File: src/hdl/mips_cfg.svh
`ifndef MIPS_CFG_SVH
`define MIPS_CFG_SVH

// boot vector, first fetch after start
`define MIPS_RESET_VECTOR 32'hBFC0_0000

// a jump here ends the run once its delay slot retires
`define MIPS_HALT_ADDR 32'h0000_0000

// program words mapped at the boot vector
`define MIPS_ROM_WORDS 32'd16

// data RAM depth in words
`define MIPS_RAM_WORDS 1024

// where the program stores A+B
`define MIPS_RESULT_ADDR 32'h0000_0100

`endif

File: src/hdl/mips_isa_pkg.sv
package mips_isa_pkg;

    // data and address word
    typedef logic [31:0] word_t;

    typedef logic [4:0] reg_idx_t;

    // I-type immediate, sign extended for arithmetic and addresses
    typedef logic [15:0] imm_t;

    // primary opcodes of the subset
    typedef enum logic [5:0] {
        op_special = 6'h00,
        op_regimm  = 6'h01,
        op_beq     = 6'h04,
        op_bne     = 6'h05,
        op_addiu   = 6'h09,
        op_lw      = 6'h23,
        op_sw      = 6'h2b
    } opcode_e;

    // function field when opcode is special
    typedef enum logic [5:0] {
        fn_jr   = 6'h08,
        fn_addu = 6'h21,
        fn_subu = 6'h23
    } funct_e;

    typedef enum logic [2:0] {
        st_idle,
        st_fetch,
        st_exec,
        st_mem,
        st_halt_slot
    } cpu_state_e;

    // field extraction
    function automatic reg_idx_t field_rs(word_t instr);
        return instr[25:21];
    endfunction

    function automatic reg_idx_t field_rt(word_t instr);
        return instr[20:16];
    endfunction

    function automatic reg_idx_t field_rd(word_t instr);
        return instr[15:11];
    endfunction

    function automatic word_t sign_extend(imm_t imm);
        return {{16{imm[15]}}, imm};
    endfunction

endpackage

File: src/hdl/mips_regfile.sv
`timescale 1ns/1ps

module mips_regfile
    import mips_isa_pkg::*;
(
    input  logic     clk,
    input  logic     rst_n,
    input  reg_idx_t rs_idx,
    input  reg_idx_t rt_idx,
    input  logic     wr_en,
    input  reg_idx_t wr_idx,
    input  word_t    wr_data,
    output word_t    rs_data,
    output word_t    rt_data,
    output word_t    v0
);

    localparam reg_idx_t v0_idx = 5'd2;

    word_t regs [32];

    // one write per clock, r0 never changes
    always_ff @(posedge clk or negedge rst_n) begin
        if (!rst_n) begin
            for (int i = 0; i < 32; i++) begin
                regs[i] <= '0;
            end
        end else if (wr_en && (wr_idx != '0)) begin
            regs[wr_idx] <= wr_data;
        end
    end

    // reads are combinational
    assign rs_data = regs[rs_idx];
    assign rt_data = regs[rt_idx];

    // result register for the monitor port
    assign v0 = regs[v0_idx];

endmodule

File: config.mk
export PLATFORM = sky130hd
export DESIGN_NAME = mips_regfile
export DESIGN_NICKNAME = d
export VERILOG_FILES = /design/src/hdl/mips_cfg.svh /design/src/hdl/mips_isa_pkg.sv /design/src/hdl/mips_regfile.sv
export SDC_FILE = /design/constraint.sdc
export NUM_CORES = 2
export LEC_CHECK = 0
export ABC_AREA = 1
export BUFFER_PORTS_ARGS = -buffer_cell sky130_fd_sc_hd__buf_4
export CORE_ASPECT_RATIO = 0.75
export CORE_MARGIN = 2
export CORE_UTILIZATION = 30
export DETAILED_ROUTE_END_ITERATION = 6
export GPL_ROUTABILITY_DRIVEN = 1
export SETUP_SLACK_MARGIN = 0.1
export SLEW_MARGIN = 20
export SYNTH_ARGS = -nofsm -noshare
export SYNTH_HDL_FRONTEND = slang
export SYNTH_SLANG_ARGS = --single-unit
export TNS_END_PERCENT = 1
File: constraint.sdc
create_clock -name clk -period 2.3 [get_ports clk]
set_input_delay 0.46 -clock clk [delete_from_list [all_inputs] [get_ports clk]]
set_output_delay 0.46 -clock clk [all_outputs]
set_load 0.01 [all_outputs]
==> out/metrics.csv <==
metric,value,unit
core_area,0.186,sq mm
max_slew.worst_pin.slew,0.709,ns
drtIter0Drc,8470,
synth.ff_latch_count,1024,
htree_levels,3,
wl,245,mm
die_x,504,microns
synth_cell_type_count,19,
setup_viol,64,
slew_viol_final,0,
place_area,0.0636,sq mm
syn_avg_cell_area,6.79,sq um
die_area,0.191,sq mm
grt-ovfl-total,0,
dieHeight,379,microns
drive_above_1_share,14.8,%
powerDensity,808,mW/mm^2
ir_drop,613,uV
critPathKind,in -> out,
clk_pin_slew,0.07,ns
final_util,37.2,%
fin_tns_setup,-13.72,ns
avgRoutedWirePerCell,22.5,microns
grt_pass1_wl,364,mm
cp.arrival,2.12,ns
synth_area,0.0564,sq mm
globalplace.congestion,0.913,
start_util,30.2,%
path_buf_inv,5,
violations,"design-rule violations, negative setup slack",
synthTopCellsByArea,"dfrtp_1 (45%), nand2_1 (25%), nand3_1 (14%)",
cts_tree,done,
areaGrowthSynthToFinish,22.9,%
grt_pass1_vias,55400,
slew_headroom,52.7,%
min_path_type,in -> async,
max_freq,388,MHz
final_area,0.0692,sq mm
syn_nets,8352,
io-pin-count,146,
root_buffer,clkbuf_16,
cellLeakagePower,32.5,nW
cts.sinks,1024,
path_delay_family,buffers and inverters,
final_antenna_net_count,0,
cts_buffers,108,
period_needed,2.58,ns
postLayoutSetupSlackWorst,-0.279,ns
period_share,112,%
yosysTopAreaCellShare,45.5,%
pre_cts_ws,-0.456,ns
synth_top_cell_by_area,dfrtp_1,
slowest_stage,buf_12,
rsz0062_at_grt,yes,
status,"finished, violations left",
critPathLaunchType,input pin,
critPathCaptureType,output port,
drc,3,
routed-via-count,59500,
grt_max_degree,65,
skew,0,ns
hold_violations,0,
io_buffers,145,
viasPerCell,5.46,
fin_nets,8354,
grt.total_usage,25.0,%
clkLatencyLatePin,0.77,ns
syn_inst,8302,
ys_seq_area_share,45.5,%
timing.hold.ws,0.220,ns
antenna_found_initial,4,
ys_warn_count,0,
required,1.84,ns
cpPeakStageDelay,0.25,ns
worstPathMaxFanout,35,
clock_path_buffers,3,
maxCapViolations,0,
hpwl,155,mm
crit_chain,"buf_8, buf_12, buf_12, nand2_1, nand3_1, nand3_2, nand2_1, nand2_2, nand2_2, nand2_2, nand2_4, buf_12, buf_6",
r2r_slack,1.25,ns
drt_pass1_iterations,7,
placementRows,137,
through the flow:
stage / std cells / power (mW)
after floorplan: 8302 / 31.3
after global placement: 10600 / 36.3
after detailed placement: 10600 / 36.7
after CTS: 10900 / 55.6
after global routing: 10900 / 58.7
final: 10900 / 55.9
cell families after synthesis:
family / synth area share [%]
compound gates: 8.81
simple gates: 39.9
buf+inv: 5.81
flops: 45.5
Yosys cell counts:
cell type / instances
inv_1: 41
o21ai_0: 807
buf_2: 18
clkinv_1: 1
nand3_1: 1536
nor2_2: 4
clkbuf_1: 666
dfrtp_1: 1024
nand2_2: 8
nor4_4: 1
inv_2: 10
nor3_1: 3
nor2_1: 161
nand2_1: 3731
a21oi_1: 160
nor3_2: 8
buf_4: 32
o21ai_1: 25
buf_1: 66
worst register-to-register path: stages (launching register included):
cell,delay (ns)
dfrtp_2,0.48
buf_4,0.16
buf_4,0.15
nand2_1,0.06
o21ai_0,0.07
placed cells by master (no fill, tap or decap), types with 109 or more instances in the layout:
cell,netlist,layout
a21oi_1,160,160
nand2_2,8,215
buf_4,32,440
buf_12,0,190
nor2_1,161,161
nand3_1,1536,1482
nand2_1,3731,3448
o21ai_0,807,807
clkbuf_16,0,109
dfrtp_1,1024,1011
routing by layer:
layer | GRT usage (%) | part of all wire [%] | routed length [microns] | vias to the layer above
met2 | 37.6 | 43 | 105000 | 3691
li1 | - | - | - | 26900
met1 | 34.1 | 41 | 101000 | 28300
met4 | 12.0 | 5.1 | 12600 | 4
met3 | 5.07 | 11 | 26500 | 639
met5 | 0 | 0.0090 | 22 | -
power breakdown:
group	switching, mW	internal, mW
combinational	7.85	5.27
sequential	2.92	21.4
clock	8.09	10.4
total	18.9	37.1
flip-flops by register name (all words and copies together) (netlist names):
name / cells
v0: 32
regs: 992
final timing paths:
kind / endpoint / depth (start not counted) / startpoint
max: rt_data[7] / 13 / rt_idx[0]
min: regs[221] / 2 / rst_n
max reg2reg: v0[12] / 4 / v0[12]
min reg2reg: regs[1010] / 0 / regs[1010]
max in group asynchronous: regs[688] / 4 / rst_n
min in group clk: regs[569] / 4 / wr_data[25]
repair_timing:
item / CTS / global route
endpoints found under the setup margin: 64 / 64
hold buffers: 1 / 0
pin swaps: 72 / 77
cloned: 0 / 0
buffers inserted: 40 / 17
resized for setup: 333 / 116
endpoints found under the hold margin: 420 / 0
layout make-up:
class	instances	area (sq um)
fillers	19300	117000
diodes	1	2.50
flip-flops and latches	1024	25600
clock buffers	159	3230
clock inverters	40	433
repair buffers	674	7720
inverters	52	245
well taps	2502	3130
multi-input cells	6444	28800
Power figures use the tool's default switching activity.
