$ cat src/hdl/mips_cfg.svh
`ifndef MIPS_CFG_SVH
`define MIPS_CFG_SVH

// boot vector, first fetch after start
`define MIPS_RESET_VECTOR 32'hBFC0_0000

// a jump here ends the run once its delay slot retires
`define MIPS_HALT_ADDR 32'h0000_0000

// program words mapped at the boot vector
`define MIPS_ROM_WORDS 32'd16

// data RAM depth in words
`define MIPS_RAM_WORDS 1024

// where the program stores A+B
`define MIPS_RESULT_ADDR 32'h0000_0100

`endif

$ cat src/hdl/mips_isa_pkg.sv
package mips_isa_pkg;

    // data and address word
    typedef logic [31:0] word_t;

    typedef logic [4:0] reg_idx_t;

    // I-type immediate, sign extended for arithmetic and addresses
    typedef logic [15:0] imm_t;

    // primary opcodes of the subset
    typedef enum logic [5:0] {
        op_special = 6'h00,
        op_regimm  = 6'h01,
        op_beq     = 6'h04,
        op_bne     = 6'h05,
        op_addiu   = 6'h09,
        op_lw      = 6'h23,
        op_sw      = 6'h2b
    } opcode_e;

    // function field when opcode is special
    typedef enum logic [5:0] {
        fn_jr   = 6'h08,
        fn_addu = 6'h21,
        fn_subu = 6'h23
    } funct_e;

    typedef enum logic [2:0] {
        st_idle,
        st_fetch,
        st_exec,
        st_mem,
        st_halt_slot
    } cpu_state_e;

    // field extraction
    function automatic reg_idx_t field_rs(word_t instr);
        return instr[25:21];
    endfunction

    function automatic reg_idx_t field_rt(word_t instr);
        return instr[20:16];
    endfunction

    function automatic reg_idx_t field_rd(word_t instr);
        return instr[15:11];
    endfunction

    function automatic word_t sign_extend(imm_t imm);
        return {{16{imm[15]}}, imm};
    endfunction

endpackage

$ cat src/hdl/mips_instr_rom.sv
`timescale 1ns/1ps
`include "mips_cfg.svh"

module mips_instr_rom
    import mips_isa_pkg::*;
(
    input  word_t instr_address,
    output word_t instr_readdata
);

    localparam int rom_idx_w = $clog2(`MIPS_ROM_WORDS);

    // registers named as the program uses them
    localparam reg_idx_t r_zero = 5'd0;
    localparam reg_idx_t r_v0   = 5'd2;
    localparam reg_idx_t r_v1   = 5'd3;
    localparam reg_idx_t r_a0   = 5'd4;

    word_t                offset;
    logic [rom_idx_w-1:0] rom_idx;
    logic                 in_rom;
    word_t                rom_word;

    // I-type word from its fields
    function automatic word_t enc_i(opcode_e op, reg_idx_t rs, reg_idx_t rt, imm_t imm);
        return {op, rs, rt, imm};
    endfunction

    // R-type word, shamt always zero here
    function automatic word_t enc_r(reg_idx_t rs, reg_idx_t rt, reg_idx_t rd, funct_e fn);
        return {op_special, rs, rt, rd, 5'd0, fn};
    endfunction

    // byte offset into the program window
    assign offset  = instr_address - `MIPS_RESET_VECTOR;
    assign rom_idx = offset[rom_idx_w+1:2];
    assign in_rom  = ((offset >> 2) < `MIPS_ROM_WORDS) && (offset[1:0] == 2'b00);

    always_comb begin
        case (rom_idx)
            // lw v0, 0(zero) is word A
            0: rom_word = enc_i(op_lw, r_zero, r_v0, 16'h0000);
            // lw v1, 4(zero) is word B
            1: rom_word = enc_i(op_lw, r_zero, r_v1, 16'h0004);
            // a0 = A + B
            2: rom_word = enc_r(r_v0, r_v1, r_a0, fn_addu);
            // sum out to the result word
            3: rom_word = enc_i(op_sw, r_zero, r_a0, imm_t'(`MIPS_RESULT_ADDR));
            // beq v0, v1, +2 skips the addiu when A == B
            4: rom_word = enc_i(op_beq, r_v0, r_v1, 16'd2);
            // delay slot, always runs
            5: rom_word = enc_r(r_v0, r_v1, r_v0, fn_subu);
            6: rom_word = enc_i(op_addiu, r_v0, r_v0, 16'd1);
            // jr zero, halts after the slot below
            7: rom_word = enc_r(r_zero, r_zero, r_zero, fn_jr);
            // nop in the halt slot
            8: rom_word = '0;
            default: rom_word = '0;
        endcase
    end

    // anything outside the window reads as nop
    assign instr_readdata = in_rom ? rom_word : '0;

endmodule

$ cat config.mk
export PLATFORM = sky130hd
export DESIGN_NAME = mips_instr_rom
export DESIGN_NICKNAME = d
export VERILOG_FILES = /design/src/hdl/mips_isa_pkg.sv /design/src/hdl/mips_instr_rom.sv
export VERILOG_INCLUDE_DIRS = /design/src /design/src/hdl
export SDC_FILE = /design/constraint.sdc
export NUM_CORES = 1
export LEC_CHECK = 0
export BUFFER_PORTS_ARGS = -buffer_cell sky130_fd_sc_hd__clkbuf_2
export CAP_MARGIN = 25
export CORE_MARGIN = 4
export CORE_UTILIZATION = 39
export DETAILED_ROUTE_END_ITERATION = 7
export PLACE_DENSITY = 0.92
export SLEW_MARGIN = 20
export SYNTH_ARGS = -nofsm -noshare
export SYNTH_HDL_FRONTEND = slang
export SYNTH_SLANG_ARGS = --single-unit
$ cat constraint.sdc
create_clock -name vclk -period 1.6
set_clock_uncertainty 0.05 [all_clocks]
set_input_delay 0.16 -clock vclk [all_inputs]
set_output_delay 0.16 -clock vclk [all_outputs]
set_load 0.02 [all_outputs]
==> impl_metrics.csv <==
group,metric,value,unit
run_status,run_status,"finished with violations",
run_status,violations,"setup timing",
die,die_area,2440,um2
setup_path,cp-end-kind,"output port",
finish,area_growth,97.2,%
sta,fmax,591,MHz
finish,clkbuf_count,0,
place,port_buffers,49,
place,place_inst,144,
die,start_util,42.9,%
sta,finalSetupTns,-914,ps
worst_hold_path,hold_path_class,"primary input to output port",
grt,grt.met1_usage,22.6,%
route,viasPerCell,5.40,
setup_path,critPathMaxFanout,4,
route,ant_nets,0,
route,post_drt_wl_per_cell,17.3,um
setup_path,worst-endpoint-required,1390,ps
pwr,leakage,0.534,nW
sta,drv_slew,0,
synthesis,ys_warn_count,0,
die,coreArea,1560,um2
die,die_h,49.4,um
grt,busiest_layer,"met2",
finish,final_common_cell,"clkbuf_2",
route,drc_errors,0,
grt,met2_usage,41.7,%
sta,min_period_over_period,106,%
finish,design.seq.count,0,
finish,utilization,84.7,%
synthesis,netlist_area,669,um2
grt,first_global_vias,802,
sta,finalSetupViolations,17,
finish,num_antenna_cells,0,
finish,fin_area,1320,um2
finish,instances_no_fill,149,
setup_path,cp-start-kind,"primary input",
route,drt_iter0_markers,7,
setup_path,critical_path_arrival,1480,ps
setup_path,path_class,"primary input to output port",
synthesis,avgSynthCellArea,8.93,um2
place,place_area,1100,um2
sta,hold_viol,0,
finish,fin_nets,173,
route,wl,2.57,mm
die,die_x,49.4,um
finish,drive_gt1_share,72.2,%
pwr,finalPower,0.179,mW
pwr,powerDensity,135,nW/um2
sta,final.min_clock_period,1690,ps
sta,setup_slack,-91.3,ps
finish,regArea,0,um2
grt,grt_overflow_total,0,
grt,grt_use_total,20.7,%
clocking,holdBufCountCts,0,
job,cap_viol_max_count,0,
grt,grt_util_met3,2.45,%
route,first_pass_iters,4,
route,vias,805,
grt,grt_first_pass_wirelength,4.08,mm
grt,grt_max_degree,14,
finish,most-common-layout-cells,"clkbuf_2, buf_4, conb_1",
die,pin_count,64,
sta,rsz0062_at_grt,"yes",
die,core.rowCount,14,
synthesis,seq_area_frac_synth,0,%
pwr,vdd_drop_max,0.000107,V
synthesis,synthCells,75,
grt,antenna_found_initial,0,
place,gp_congestion,0.729,
sta,whs,683,ps
place,dpl_worst_slack,-192,ps
place,dpl.hpwl,1.82,mm
synthesis,synth_cell_types,24,
==> critical path: stages <==
cell	delay (ps)
clkbuf_2	80
nor4_2	290
nand4_2	190
buf_4	200
a2111oi_2	340
buf_4	210
==> layer usage <==
layer / vias to the layer above / part of all wire, %
met5: - / 0
met4: 0 / 0.82
met3: 2 / 7.3
met2: 41 / 56
met1: 378 / 36
li1: 384 / -
==> report_power, final <==
group	leakage [nW]	internal [mW]	total (mW)	switching (mW)
combinational	0.534	0.0738	0.179	0.105
clock	0	0	0	0
sequential	0	0	0	0
total	0.534	0.0738	0.179	0.105
==> cells in the mapped netlist <==
cell type / count / area [um2]
conb_1: 1 / 3.75
and4_1: 1 / 8.76
inv_1: 2 / 7.51
nor4_2: 3 / 37.5
a2111oi_4: 1 / 27.5
nand4_2: 1 / 12.5
nor3_1: 1 / 5.00
nand3_1: 3 / 15.0
a21boi_0: 4 / 30.0
ha_1: 6 / 75.1
nor4_1: 1 / 6.26
and2_1: 1 / 6.26
nand2b_1: 4 / 25.0
buf_4: 18 / 135
a2111oi_0: 5 / 43.8
o21ai_0: 1 / 5.00
buf_6: 1 / 11.3
or2_2: 1 / 6.26
nand2_1: 5 / 18.8
clkbuf_1: 1 / 3.75
buf_2: 2 / 10.0
nor4b_2: 2 / 30.0
and4b_1: 1 / 10.0
a2111oi_2: 9 / 135
==> cell families (layout without fill, tap and decap cells) <==
group | count (synthesis) | in the layout | synth area share [%]
compound gates | 20 | 20 | 36.1
fa+ha+maj | 6 | 6 | 11.2
other cells | 1 | 15 | 0.560
simple gates | 24 | 24 | 27.1
buf+inv | 24 | 68 | 25.0
==> what timing repair did <==
item                       4_1_cts  5_1_grt
pin swaps                       12        2
resized for setup               33       29
gates cloned                     1        0
setup endpoints to repair       17       17
setup buffers                    4        0
==> path summary, 6_finish.rpt <==
path | from | endpoint | slack [ps] | cells after the start
max | instr_address[6] | instr_readdata[29] | -90 | 6
min | instr_address[13] | instr_readdata[0] | 680 | 5
==> layout make-up <==
cell class                      instances  area (um2)
Multi-Input combinational cell         65         777
Timing Repair Buffer                   66         515
Tap cell                               16        20.0
Inverter                                2        7.51
Fill cell                              74         239
Power figures use the tool's default switching activity.
