===== config.mk =====
export PLATFORM = sky130hd
export DESIGN_NAME = mips_cpu
export DESIGN_NICKNAME = d
export VERILOG_FILES = /design/src/hdl/mips_isa_pkg.sv /design/src/hdl/mips_bus_pkg.sv /design/src/hdl/mips_cpu.sv
export VERILOG_INCLUDE_DIRS = /design/src /design/src/hdl
export SDC_FILE = /design/constraint.sdc
export NUM_CORES = 1
export LEC_CHECK = 0
export BUFFER_PORTS_ARGS = -buffer_cell sky130_fd_sc_hd__buf_4
export CELL_PAD_IN_SITES_DETAIL_PLACEMENT = 0
export CELL_PAD_IN_SITES_GLOBAL_PLACEMENT = 1
export CORE_MARGIN = 4
export CORE_UTILIZATION = 41
export DETAILED_ROUTE_END_ITERATION = 7
export PLACE_DENSITY_LB_ADDON = 0.1
export SLEW_MARGIN = 20
export SYNTH_ARGS = -nofsm -noshare
export SYNTH_HDL_FRONTEND = slang
export SYNTH_SLANG_ARGS = --single-unit

===== constraint.sdc =====
create_clock -name clk -period 4 [get_ports clk]
set_input_delay 0.6 -clock clk [delete_from_list [all_inputs] [get_ports clk]]
set_output_delay 0.6 -clock clk [all_outputs]
set_load 0.05 [all_outputs]

===== src/hdl/mips_cfg.svh =====
`ifndef MIPS_CFG_SVH
`define MIPS_CFG_SVH

// boot vector, first fetch after start
`define MIPS_RESET_VECTOR 32'hBFC0_0000

// a jump here ends the run once its delay slot retires
`define MIPS_HALT_ADDR 32'h0000_0000

// program words mapped at the boot vector
`define MIPS_ROM_WORDS 32'd16

// data RAM depth in words
`define MIPS_RAM_WORDS 1024

// where the program stores A+B
`define MIPS_RESULT_ADDR 32'h0000_0100

`endif


===== src/hdl/mips_isa_pkg.sv =====
package mips_isa_pkg;

    // data and address word
    typedef logic [31:0] word_t;

    typedef logic [4:0] reg_idx_t;

    // I-type immediate, sign extended for arithmetic and addresses
    typedef logic [15:0] imm_t;

    // primary opcodes of the subset
    typedef enum logic [5:0] {
        op_special = 6'h00,
        op_regimm  = 6'h01,
        op_beq     = 6'h04,
        op_bne     = 6'h05,
        op_addiu   = 6'h09,
        op_lw      = 6'h23,
        op_sw      = 6'h2b
    } opcode_e;

    // function field when opcode is special
    typedef enum logic [5:0] {
        fn_jr   = 6'h08,
        fn_addu = 6'h21,
        fn_subu = 6'h23
    } funct_e;

    typedef enum logic [2:0] {
        st_idle,
        st_fetch,
        st_exec,
        st_mem,
        st_halt_slot
    } cpu_state_e;

    // field extraction
    function automatic reg_idx_t field_rs(word_t instr);
        return instr[25:21];
    endfunction

    function automatic reg_idx_t field_rt(word_t instr);
        return instr[20:16];
    endfunction

    function automatic reg_idx_t field_rd(word_t instr);
        return instr[15:11];
    endfunction

    function automatic word_t sign_extend(imm_t imm);
        return {{16{imm[15]}}, imm};
    endfunction

endpackage


===== src/hdl/mips_bus_pkg.sv =====
package mips_bus_pkg;

    import mips_isa_pkg::*;

    // core data access, held for the mem cycle only
    typedef struct packed {
        word_t addr;
        word_t writedata;
        logic  write;
        logic  read;
    } data_req_t;

    // preload of the data RAM from outside
    // taken only while the core sits idle
    typedef struct packed {
        word_t addr;
        word_t data;
        logic  valid;
    } load_req_t;

    // quiet bus, no access
    localparam data_req_t data_req_none = '{
        addr:      '0,
        writedata: '0,
        write:     1'b0,
        read:      1'b0
    };

endpackage


===== src/hdl/mips_cpu.sv =====
`timescale 1ns/1ps
`include "mips_cfg.svh"

module mips_cpu
    import mips_isa_pkg::*;
    import mips_bus_pkg::*;
(
    input  logic      clk,
    input  logic      rst_n,
    input  logic      start,
    input  word_t     instr_readdata,
    input  word_t     data_readdata,
    input  word_t     rs_data,
    input  word_t     rt_data,
    output word_t     instr_address,
    output data_req_t data_req,
    output reg_idx_t  rs_idx,
    output reg_idx_t  rt_idx,
    output reg_idx_t  wr_idx,
    output logic      wr_en,
    output word_t     wr_data,
    output logic      active,
    output logic      idle
);

    cpu_state_e state;

    // pc points at the instruction in flight
    word_t pc;
    word_t ir;
    word_t branch_target;
    logic  delay_pending;

    opcode_e  opcode;
    funct_e   funct;
    reg_idx_t rd_idx;
    word_t    imm_ext;
    word_t    pc_plus4;
    word_t    taken_target;
    word_t    alu_result;
    logic     is_lw;
    logic     is_sw;
    logic     is_mem;
    logic     is_alu_r;
    logic     is_addiu;
    logic     is_jr;
    logic     is_taken;

    // decode of the latched instruction
    assign opcode  = opcode_e'(ir[31:26]);
    assign funct   = funct_e'(ir[5:0]);
    assign rs_idx  = field_rs(ir);
    assign rt_idx  = field_rt(ir);
    assign rd_idx  = field_rd(ir);
    assign imm_ext = sign_extend(ir[15:0]);

    assign is_lw    = (opcode == op_lw);
    assign is_sw    = (opcode == op_sw);
    assign is_mem   = is_lw || is_sw;
    assign is_addiu = (opcode == op_addiu);
    assign is_jr    = (opcode == op_special) && (funct == fn_jr);
    assign is_alu_r = (opcode == op_special) && ((funct == fn_addu) || (funct == fn_subu));

    assign pc_plus4     = pc + 32'd4;
    // branch offset counts words from the delay slot
    assign taken_target = is_jr ? rs_data : pc_plus4 + (imm_ext << 2);

    always_comb begin
        case (opcode)
            op_beq:     is_taken = (rs_data == rt_data);
            op_bne:     is_taken = (rs_data != rt_data);
            op_special: is_taken = is_jr;
            // bltz/bgez not in the subset, run as nop
            op_regimm:  is_taken = 1'b0;
            default:    is_taken = 1'b0;
        endcase
    end

    always_comb begin
        if (is_addiu) begin
            alu_result = rs_data + imm_ext;
        end else if (funct == fn_subu) begin
            alu_result = rs_data - rt_data;
        end else begin
            alu_result = rs_data + rt_data;
        end
    end

    // register write, ALU in exec, load data in mem
    always_comb begin
        wr_en   = 1'b0;
        wr_idx  = rd_idx;
        wr_data = alu_result;
        if (state == st_exec) begin
            if (is_alu_r) begin
                wr_en = 1'b1;
            end else if (is_addiu) begin
                wr_en  = 1'b1;
                wr_idx = rt_idx;
            end
        end else if ((state == st_mem) && is_lw) begin
            wr_en   = 1'b1;
            wr_idx  = rt_idx;
            wr_data = data_readdata;
        end
    end

    // bus active for the single mem cycle
    always_comb begin
        data_req = data_req_none;
        if (state == st_mem) begin
            data_req.addr      = rs_data + imm_ext;
            data_req.writedata = rt_data;
            data_req.write     = is_sw;
            data_req.read      = is_lw;
        end
    end

    always_ff @(posedge clk) begin
        if (state == st_fetch) begin
            ir <= instr_readdata;
        end
    end

    always_ff @(posedge clk or negedge rst_n) begin
        if (!rst_n) begin
            state         <= st_idle;
            pc            <= `MIPS_RESET_VECTOR;
            branch_target <= '0;
            delay_pending <= 1'b0;
        end else begin
            case (state)
                st_idle: begin
                    if (start) begin
                        state <= st_fetch;
                    end
                end
                st_fetch: begin
                    state <= st_exec;
                end
                st_exec, st_mem: begin
                    if ((state == st_exec) && is_mem) begin
                        state <= st_mem;
                    end else if (delay_pending) begin
                        // delay slot retired, take the saved target
                        pc            <= branch_target;
                        delay_pending <= 1'b0;
                        state         <= (branch_target == `MIPS_HALT_ADDR) ? st_halt_slot
                                                                             : st_fetch;
                    end else begin
                        pc    <= pc_plus4;
                        state <= st_fetch;
                        if (is_taken) begin
                            branch_target <= taken_target;
                            delay_pending <= 1'b1;
                        end
                    end
                end
                st_halt_slot: begin
                    // rearm for the next start
                    pc    <= `MIPS_RESET_VECTOR;
                    state <= st_idle;
                end
                default: begin
                    state <= st_idle;
                end
            endcase
        end
    end

    assign instr_address = pc;
    assign active        = (state != st_idle);
    assign idle          = (state == st_idle);

endmodule


==> results of run 1 <==
[registers in the layout, indices dropped and copies added (netlist names)]
register / count
branch_target: 32
ir: 32
state: 3
instr_address: 32
delay_pending: 1
[power breakdown]
part	internal, mW	switching, mW	total (mW)
Combinational	3.06	4.80	7.86
Clock	0.492	0.414	0.905
Sequential	1.47	0.389	1.86
Total	5.02	5.61	10.6
[worst max-delay path by stage]
stage               start      endpoint  slack [ns]
3_5_place_dp   rs_data[0]   wr_data[28]       -0.43
5_1_grt             ir[0]   wr_data[30]       -0.35
2_1_floorplan  rs_data[0]   wr_data[24]       -0.25
4_1_cts             ir[0]  data_req[64]       -0.30
6_report            ir[0]   wr_data[30]       -0.24
3_3_place_gp   rs_data[0]   wr_data[26]       -0.42
[cell families after synthesis]
| kind of cell | share of synthesized area |
|---|---|
| mux | 0.0259 |
| compound gates | 0.273 |
| flops | 0.210 |
| fa+ha+maj | 0.134 |
| xor+xnor | 0.0701 |
| buf+inv | 0.0602 |
| simple gates | 0.227 |
[routing by layer]
metal | part of all wire | global-route usage
met3 | 0.059 | 0.0282
met1 | 0.46 | 0.410
met5 | 0 | 0
met4 | 0.017 | 0.0547
met2 | 0.46 | 0.474
[worst max-delay path, delay by kind of cell (launching register included)]
family          cells  cell delay [ns]
flops               1             0.43
xor+xnor            1             0.11
fa+ha+maj           2             0.58
compound gates      9             1.95
buf+inv             1             0.20
[metrics by stage]
step           TNS (ns)  hold slack, ns   util
4_1_cts           -2.26           0.404  0.568
6_report          -2.15           0.373  0.587
2_1_floorplan    -0.457           0.304      -
5_1_grt           -4.98           0.403  0.587
3_5_place_dp      -4.95           0.532  0.547
3_3_place_gp      -4.27           0.514  0.547
[what timing repair did]
action	in CTS	in global routing
hold buffers	0	0
pin swaps	55	50
gates resized for setup	70	99
buffers inserted	11	15
setup endpoints to repair	30	37
[area by class of cell]
class	instances	area, um^2	share of cell area
sequential	100	2680	0.149
clock inverter	6	68.8	0.00383
multi-input combinational	1400	10000	0.557
inverter	88	339	0.0189
timing repair buffer	522	4150	0.231
clock buffer	10	229	0.0127
tap	396	495	0.0276
[cells in the final DEF, fill, tap and decap left out, drive strengths merged, types with 22 or more instances in the layout]
| cell type | n |
|---|---|
| nor2b | 23 |
| inv | 88 |
| buf | 522 |
| xor2 | 36 |
| mux2i | 24 |
| nand3 | 59 |
| a21o | 56 |
| nor3 | 31 |
| a31oi | 22 |
| a21oi | 178 |
| edfxtp | 32 |
| dfrtp | 59 |
| o21ai | 102 |
| nand2 | 143 |
| xnor2 | 66 |
| ha | 130 |
| nor2 | 222 |
| nand2b | 28 |
==> impl_metrics.csv, run 1 <==
group,metric,value,unit
final_layout,n_fill_cell,2947,
floorplan,start_util,0.416,
setup_path,path_max_fanout,3,
synthesis,yosys-top-cells-count,"nor2_1 (221), a21oi_1 (169), nand2_1 (143), ha_1 (130), o21ai_0 (85)",
pwr,power_density,592,nW/um^2
setup_path,cp_slowest_stage_delay,0.47,ns
floorplan,ios,279,
global_route,grt_pass1_vias,13710,
sta,slew_viol_final,0,
final_layout,fin_area,18000,um^2
synthesis,syn_area,12700,um^2
cts,cts_inserted_buffers,9,
sta,rsz0062_at_grt,"true",
setup_path,rr_worst_depth,15,
setup_path,timing.rr.end,"branch_target[31]",
min_path,min_path_type,"in2async",
synthesis,synth_cell_types,95,
sta,tightest_slew,1.16,ns
place,pre_cts_ws,-0.430,ns
route,drt_wl_total,51000,um
setup_path,critical_path_class,"reg2out",
global_route,antenna_found_initial,0,
route,drt_first_pass_iters,5,
synthesis,syn_nets,1949,
final_layout,final_nets,2386,
synthesis,synth_top_flop_cell,"dfrtp_1",
setup_path,cp.required,3.40,ns
cts,clockBufferDepth,2,
global_route,grt_max_degree,69,
global_route,track_usage,0.286,
synthesis,netlist_instances,1684,
place,place.gp.congestion,0.961,
sta,fmax,0.236,GHz
sta,hold_violations,0,
synthesis,synth_top_area_cell,"ha_1",
global_route,grt_first_pass_wirelength,77200,um
synthesis,yosys_register_bits,100,
synthesis,ys_seq_area_frac,0.210,
place,portBuffers,278,
run_status,violations,"negative setup slack",
route,dr_total_vias,14294,
setup_path,worstReg2RegStart,"instr_address[7]",
synthesis,postSynthAreaPerCell,7.57,um^2
global_route,gr-total-overflow,0,
synthesis,async_flop_share,0.680,
route,vias_per_cell,5.67,
setup_path,crit_path_end_kind,"primary output",
sta,fin_ws,-0.241,ns
sta,finalSetupViolCount,17,
floorplan,die-width,184,um
final_layout,drive_gt1_frac,0.331,
cts,h-tree-depth,3,
cts,insertion_delay,0.36,ns
route,wl_per_cell,20.2,um
synthesis,ys_warn_count,0,
final_layout,stdcell_count,2522,
setup_path,critPathLaunchType,"flip-flop",
pwr,peakVddDrop,0.497,mV
setup_path,cp_slowest_cell,"a2111o_2",
floorplan,core_area,30600,um^2
floorplan,dieHeight,184,um
setup_path,regToRegSetupSlack,0.19,ns
route,drc_errors,0,
route,initialDrtViolationCount,1089,
place,dpl-instance-area,16700,um^2
sta,slew_headroom,0.223,
floorplan,die_area,34000,um^2
synthesis,synthDominantCellAreaShare,0.128,
cts,cts_tree,"yes",
sta,final.setup_skew,0.0120,ns
final_layout,diodes,0,
cts,cts_root_buf,"clkbuf_16",
cts,clock-sinks,100,
synthesis,synth_edf_count,32,
route,final_antenna_net_count,0,
synthesis,synth.top_cells.by_area,"ha_1 (13%), dfrtp_1 (12%), edfxtp_1 (7.5%)",
place,dpl.hpwl,41200,um
pwr,p_total,10.6,mW
floorplan,rows,64,
run_status,outcome,"complete, but fails checks",
place,dp_cells,2483,
cts,clkTransAtPathRegs,0.07,ns
setup_path,crit_chain,"ha_2, fa_2, a21oi_4, o211a_4, o31ai_4, a2111o_2, a311oi_4, o31ai_2, a21o_1, a21oi_2, xor2_2, a221oi_4, buf_6",
sta,fin_crit,4.24,ns
sta,post-route-period-util,1.06,
final_layout,syn_to_final_growth,41.0,%
setup_path,arrival,3.64,ns
pwr,p_leak,8.36,nW
synthesis,yosysMostFrequentCell,"nor2_1",
flow_run,drv_cap,0,
No activity file was read; power rests on OpenSTA's default activity.
==> run 2, diff against run 1 <==
--- a/config.mk
+++ b/config.mk
@@ -12,7 +12,7 @@
 export CORE_MARGIN = 4
 export CORE_UTILIZATION = 41
 export DETAILED_ROUTE_END_ITERATION = 7
-export PLACE_DENSITY_LB_ADDON = 0.1
+export PLACE_DENSITY = 0.8
 export SLEW_MARGIN = 20
 export SYNTH_ARGS = -nofsm -noshare
 export SYNTH_HDL_FRONTEND = slang
==> constraint.sdc (replaced) <==
create_clock -name clk -period 4 [get_ports clk]
set_input_delay 0.4 -clock clk [delete_from_list [all_inputs] [get_ports clk]]
set_output_delay 0.4 -clock clk [all_outputs]
set_load 0.05 [all_outputs]
==> run 2 against run 1 <==
- the run still ends with negative setup slack left
- register-to-register slack barely moved
- cell count decreased by 5.9%
- combinational power decreased by 7.6%
- count of clock-buffer cells in the layout did not move
- clock skew down 0.00060 ns
- core utilization fell by 5.8 points
- setup slack improved by 0.14 ns
- critical endpoint unchanged
- largest cell class unchanged
==> impl_metrics.csv, run 2 (synthesis gave the netlist of run 1 again) <==
group,metric,value,unit
run_status,outcome,"complete, but fails checks",
run_status,violations,"negative setup slack",
route,dr_total_vias,13767,
floorplan,dieHeight,184,um
final_layout,regArea,2680,um^2
place,dpl-instance-area,15600,um^2
cts,cts_inserted_buffers,9,
cts,clock-sinks,100,
floorplan,ios,279,
cts,h-tree-depth,3,
floorplan,core_area,30600,um^2
cts,cts_tree,"yes",
sta,tightest_slew,0.970,ns
flow_run,drv_cap,0,
setup_path,regToRegSetupSlack,0.20,ns
place,portBuffers,278,
route,final_antenna_net_count,0,
sta,final.setup_skew,0.0114,ns
floorplan,die-width,184,um
final_layout,diodes,0,
sta,rsz0062_at_grt,"true",
pwr,peakVddDrop,0.496,mV
final_layout,multi_input_area,9530,um^2
pwr,power_density,623,nW/um^2
global_route,grt_max_degree,69,
route,drt_first_pass_iters,5,
cts,postCtsHoldBufs,0,
setup_path,rr_worst_depth,15,
final_layout,post-route-util,0.529,
sta,fin_crit,4.10,ns
sta,post-route-period-util,1.03,
global_route,grt_first_pass_wirelength,75100,um
cts,clkTransAtPathRegs,0.08,ns
place,dpl.hpwl,39500,um
route,initialDrtViolationCount,1308,
route,drt_wl_total,49100,um
global_route,track_usage,0.277,
final_layout,layout_common_cells,"buf_4 (366), nor2_1 (219), a21oi_1 (166), nand2_1 (142), ha_1 (125)",
sta,fin_ws,-0.105,ns
cts,clockBufferDepth,2,
final_layout,n_fill_cell,3008,
place,place.gp.congestion,0.941,
setup_path,worstReg2RegStart,"instr_address[7]",
setup_path,crit_path_end_kind,"primary output",
cts,cts_root_buf,"clkbuf_16",
route,drc_errors,0,
setup_path,critical_path_class,"reg2out",
final_layout,final_nets,2237,
final_layout,syn_to_final_growth,27.1,%
sta,fmax,0.244,GHz
route,wl_per_cell,20.7,um
global_route,gr-total-overflow,0,
setup_path,timing.rr.end,"branch_target[31]",
pwr,p_leak,7.50,nW
sta,hold_violations,0,
global_route,grt_pass1_vias,13336,
sta,fin_setup_tns,-0.244,ns
final_layout,final_common_cell,"buf_4",
sta,finalSetupViolCount,5,
place,pre_cts_ws,-0.0831,ns
setup_path,critPathLaunchType,"flip-flop",
setup_path,cp.required,3.60,ns
sta,slew_viol_final,0,
floorplan,rows,64,
sta,slew_headroom,0.354,
sta,holdWs,0.174,ns
final_layout,drive_gt1_frac,0.245,
min_path,min_path_type,"in2async",
setup_path,arrival,3.70,ns
route,vias_per_cell,5.80,
floorplan,die_area,34000,um^2
final_layout,fin_area,16200,um^2
floorplan,start_util,0.416,
setup_path,path_max_fanout,2,
cts,insertion_delay,0.36,ns
global_route,antenna_found_initial,0,
-- run 2: worst max path at each step --
stage,start,end,slack [ns],cells past startpoint
after global routing,ir[0],wr_data[24],-0.26,14
after detailed placement,rs_data[0],wr_data[30],-0.08,14
after floorplan,ir[15],data_req[65],0.03,10
final,ir[0],wr_data[30],-0.10,13
after global placement,rs_data[0],wr_data[28],-0.02,15
after CTS,ir[0],wr_data[30],-0.14,13
-- run 2: cell type report --
type,count,share of cell area
Clock buffer,10,0.0148
Clock inverter,6,0.00510
Inverter,88,0.0204
Multi-Input combinational cell,1400,0.589
Sequential cell,100,0.165
Tap cell,396,0.0306
Timing Repair Buffer,373,0.175
-- run 2: repair_timing --
action	4_1_cts	5_1_grt
endpoints found under the setup margin	11	21
gates cloned	0	0
pin swaps	6	17
buffers inserted	3	10
gates resized for setup	10	34
-- run 2: routing by layer --
layer / vias up / share of wire / routed length, um / track usage
met4: 0 / 0.022 / 1060 / 0.0594
met3: 65 / 0.077 / 3770 / 0.0401
met1: 6510 / 0.45 / 22100 / 0.391
li1: 6634 / - / - / -
met5: - / 0 / 0 / 0
met2: 558 / 0.45 / 22200 / 0.451
-- run 2: metrics by stage --
step                power, mW  std cells
floorplan                6.79       1684
global placement         8.88       2344
detailed placement       8.92       2344
CTS                      9.93       2363
global route             10.8       2373
finish                   10.1       2373
-- run 2: power breakdown --
part,internal [mW],switching (mW)
Sequential,1.47,0.423
Clock,0.515,0.428
Combinational,2.63,4.63
-- run 2: worst max-delay path: stages, from the launching register on --
cell	delay, ns
edfxtp_1	0.42
ha_2	0.22
fa_2	0.35
a21oi_2	0.18
o211a_1	0.21
o31ai_4	0.10
a2111o_2	0.48
a311oi_4	0.28
o31ai_2	0.12
a21o_1	0.20
a21oi_2	0.17
xor2_2	0.12
a221oi_4	0.30
buf_6	0.19
==> run 3, diff against run 2 <==
--- a/config.mk
+++ b/config.mk
@@ -9,6 +9,7 @@
 export BUFFER_PORTS_ARGS = -buffer_cell sky130_fd_sc_hd__buf_4
 export CELL_PAD_IN_SITES_DETAIL_PLACEMENT = 0
 export CELL_PAD_IN_SITES_GLOBAL_PLACEMENT = 1
+export CORE_ASPECT_RATIO = 0.9
 export CORE_MARGIN = 4
 export CORE_UTILIZATION = 41
 export DETAILED_ROUTE_END_ITERATION = 7
==> run 3 against run 2 <==
- the run still ends with negative setup slack left
- die area barely moved
- combinational power increased by 1%
- routed wire length grew 2.5%
- non-clock buffer count is 22 higher
- maximum frequency is 0.46% lower
- count of clock-buffer cells in the layout decreased by 1
- first-iteration DRC count is 28% lower
- hold slack better by 0.0088 ns
- register-to-register slack got worse by 0.02 ns
- clock power shrank 0.8%
- total power is 0.54% higher
- via count increased by 0.31%
- largest cell class unchanged
- largest power group unchanged
==> impl_metrics.csv, run 3 (synthesis gave the netlist of run 1 again) <==
group,metric,value,unit
run_status,outcome,"complete, but fails checks",
run_status,violations,"negative setup slack",
setup_path,critPathTopFamily,"compound AO/OA/AOI/OAI gates",
setup_path,crit_chain,"ha_2, fa_2, a21oi_2, o211a_1, o31ai_4, a2111o_2, a311oi_4, o31ai_2, a21o_1, a21oi_2, xor2_2, a221oi_4, buf_6",
pwr,peakVddDrop,0.403,mV
global_route,grt_first_pass_wirelength,76500,um
sta,rsz0062_at_grt,"true",
cts,cts_root_buf,"clkbuf_16",
setup_path,rr_worst_depth,15,
place,place.gp.congestion,0.949,
cts,insertion_delay,0.36,ns
global_route,met1_usage,0.383,
pwr,p_leak,7.65,nW
final_layout,final_nets,2259,
floorplan,start_util,0.421,
setup_path,crit_top_cell,"a21oi_2",
route,drc_errors,0,
global_route,use_met3,0.0459,
global_route,grt_pass1_vias,13296,
pwr,p_int,4.64,mW
cts,h-tree-depth,3,
global_route,grt_max_degree,69,
pwr,power_frac_seq,0.183,
sta,fin_ws,-0.124,ns
cts,clkTransAtPathRegs,0.07,ns
route,drt_wl_total,50400,um
final_layout,final_common_cell,"buf_4",
cts,clock-sinks,100,
setup_path,cp_slowest_cell,"a2111o_2",
final_layout,layout_common_cells,"buf_4 (385), nor2_1 (217), a21oi_1 (168), nand2_1 (142), ha_1 (126)",
cts,clockBufferDepth,2,
sta,fmax,0.243,GHz
pwr,comb_power_share,0.725,
global_route,track_usage,0.281,
cts,postCtsHoldBufs,0,
sta,hold_violations,0,
place,dpl.hpwl,40600,um
setup_path,cp_slowest_stage_delay,0.53,ns
cts,cts_inserted_buffers,9,
sta,fin_crit,4.12,ns
global_route,antenna_found_initial,2,
setup_path,critPathBufInv,1,
floorplan,die-width,194,um
final_layout,drive_gt1_frac,0.258,
global_route,met2_usage,0.454,
sta,post-route-period-util,1.03,
setup_path,cp.depth,13,
sta,finalSetupViolCount,5,
sta,holdWs,0.183,ns
route,dr_total_vias,13809,
final_layout,syn_to_final_growth,28.8,%
flow_run,drv_cap,0,
sta,slew_viol_final,0,
route,drt_first_pass_iters,5,
global_route,top_usage_layer,"met2",
sta,slew_headroom,0.304,
route,vias_per_cell,5.75,
sta,final.setup_skew,0.00903,ns
route,initialDrtViolationCount,942,
min_path,min_path_type,"in2async",
setup_path,cp.required,3.60,ns
pwr,pwr-share-clk,0.092,
route,wl_per_cell,21.0,um
floorplan,rows,60,
final_layout,n_fill_cell,2932,
setup_path,critical_path_class,"reg2out",
sta,fin_setup_tns,-0.313,ns
setup_path,path_max_fanout,2,
floorplan,die_area,34000,um^2
floorplan,dieHeight,175,um
setup_path,crit_path_end_kind,"primary output",
pwr,power_density,618,nW/um^2
sta,tightest_slew,1.04,ns
floorplan,core_area,30300,um^2
pwr,switchingPower,5.50,mW
setup_path,arrival,3.72,ns
cts,cts_tree,"yes",
route,final_antenna_net_count,0,
pwr,switching_share,0.542,
global_route,gr-total-overflow,0,
final_layout,post-route-util,0.542,
place,portBuffers,278,
floorplan,ios,279,
setup_path,critPathLaunchType,"flip-flop",
run 3: cell count changes in the layout (fill, tap and decap cells not counted), moves of 2 or more:
cell     before  now
nor2_1      219  217
buf_4       366  385
nor2_2        2    5
a21oi_1     166  168
xnor2_2       1    6
buf_12        1    3
o21ai_1      15   12
ha_4          2    0
o21ai_2       4    6
xnor2_1      65   60
o21ai_0      82   84
run 3: area by class of cell:
| class | instances | area, um^2 | area share |
|---|---|---|---|
| clock inverters | 7 | 81.3 | 0.00496 |
| multi-input cells | 1400 | 9560 | 0.583 |
| flip-flops and latches | 100 | 2680 | 0.163 |
| clock buffers | 9 | 225 | 0.0137 |
| inverters | 88 | 330 | 0.0201 |
| well taps | 403 | 504 | 0.0307 |
| diodes | 1 | 2.50 | 0.000153 |
| repair buffers | 395 | 3030 | 0.185 |
run 3: through the flow:
stage | setup WS [ns] | cell area, um^2 | power [mW] | cells
floorplan | 0.0329 | 12800 | 6.79 | 1684
detailed placement | -0.0620 | 15800 | 8.98 | 2374
global placement | -0.0251 | 15800 | 8.91 | 2374
global route | -0.227 | 16400 | 10.8 | 2403
finish | -0.124 | 16400 | 10.1 | 2403
CTS | -0.158 | 16200 | 10.0 | 2392
run 3: final timing paths:
| path | startpoint | end | slack, ns |
|---|---|---|---|
| max | ir[0] | wr_data[30] | -0.12 |
| min | rst_n | branch_target[25] | 0.18 |
| max reg2reg | instr_address[5] | branch_target[31] | 0.18 |
| min reg2reg | branch_target[0] | instr_address[0] | 0.52 |
| max in group asynchronous | rst_n | instr_address[5] | 3.13 |
| min in group clk | instr_readdata[3] | ir[3] | 0.21 |
run 3: per-layer routing:
layer / up-vias / part of all wire / wire (um)
met5: - / 0 / 0
met4: 0 / 0.038 / 1900
met3: 90 / 0.058 / 2920
met2: 497 / 0.46 / 22900
met1: 6532 / 0.45 / 22600
li1: 6690 / - / -
run 3: power by group through the flow:
stage / clock network, mW / registers (mW) / logic (mW)
after floorplan: 0 / 2.15 / 4.64
after global placement: 0 / 1.86 / 7.05
after detailed placement: 0 / 1.87 / 7.11
after CTS: 0.951 / 1.85 / 7.22
after global routing: 1.00 / 1.90 / 7.93
final: 0.935 / 1.85 / 7.36
run 3: repair_timing:
item                       4_1_cts  5_1_grt
pin swaps                       16       27
setup endpoints to repair       12       24
gates resized for setup         23       28
buffers inserted                 3       10
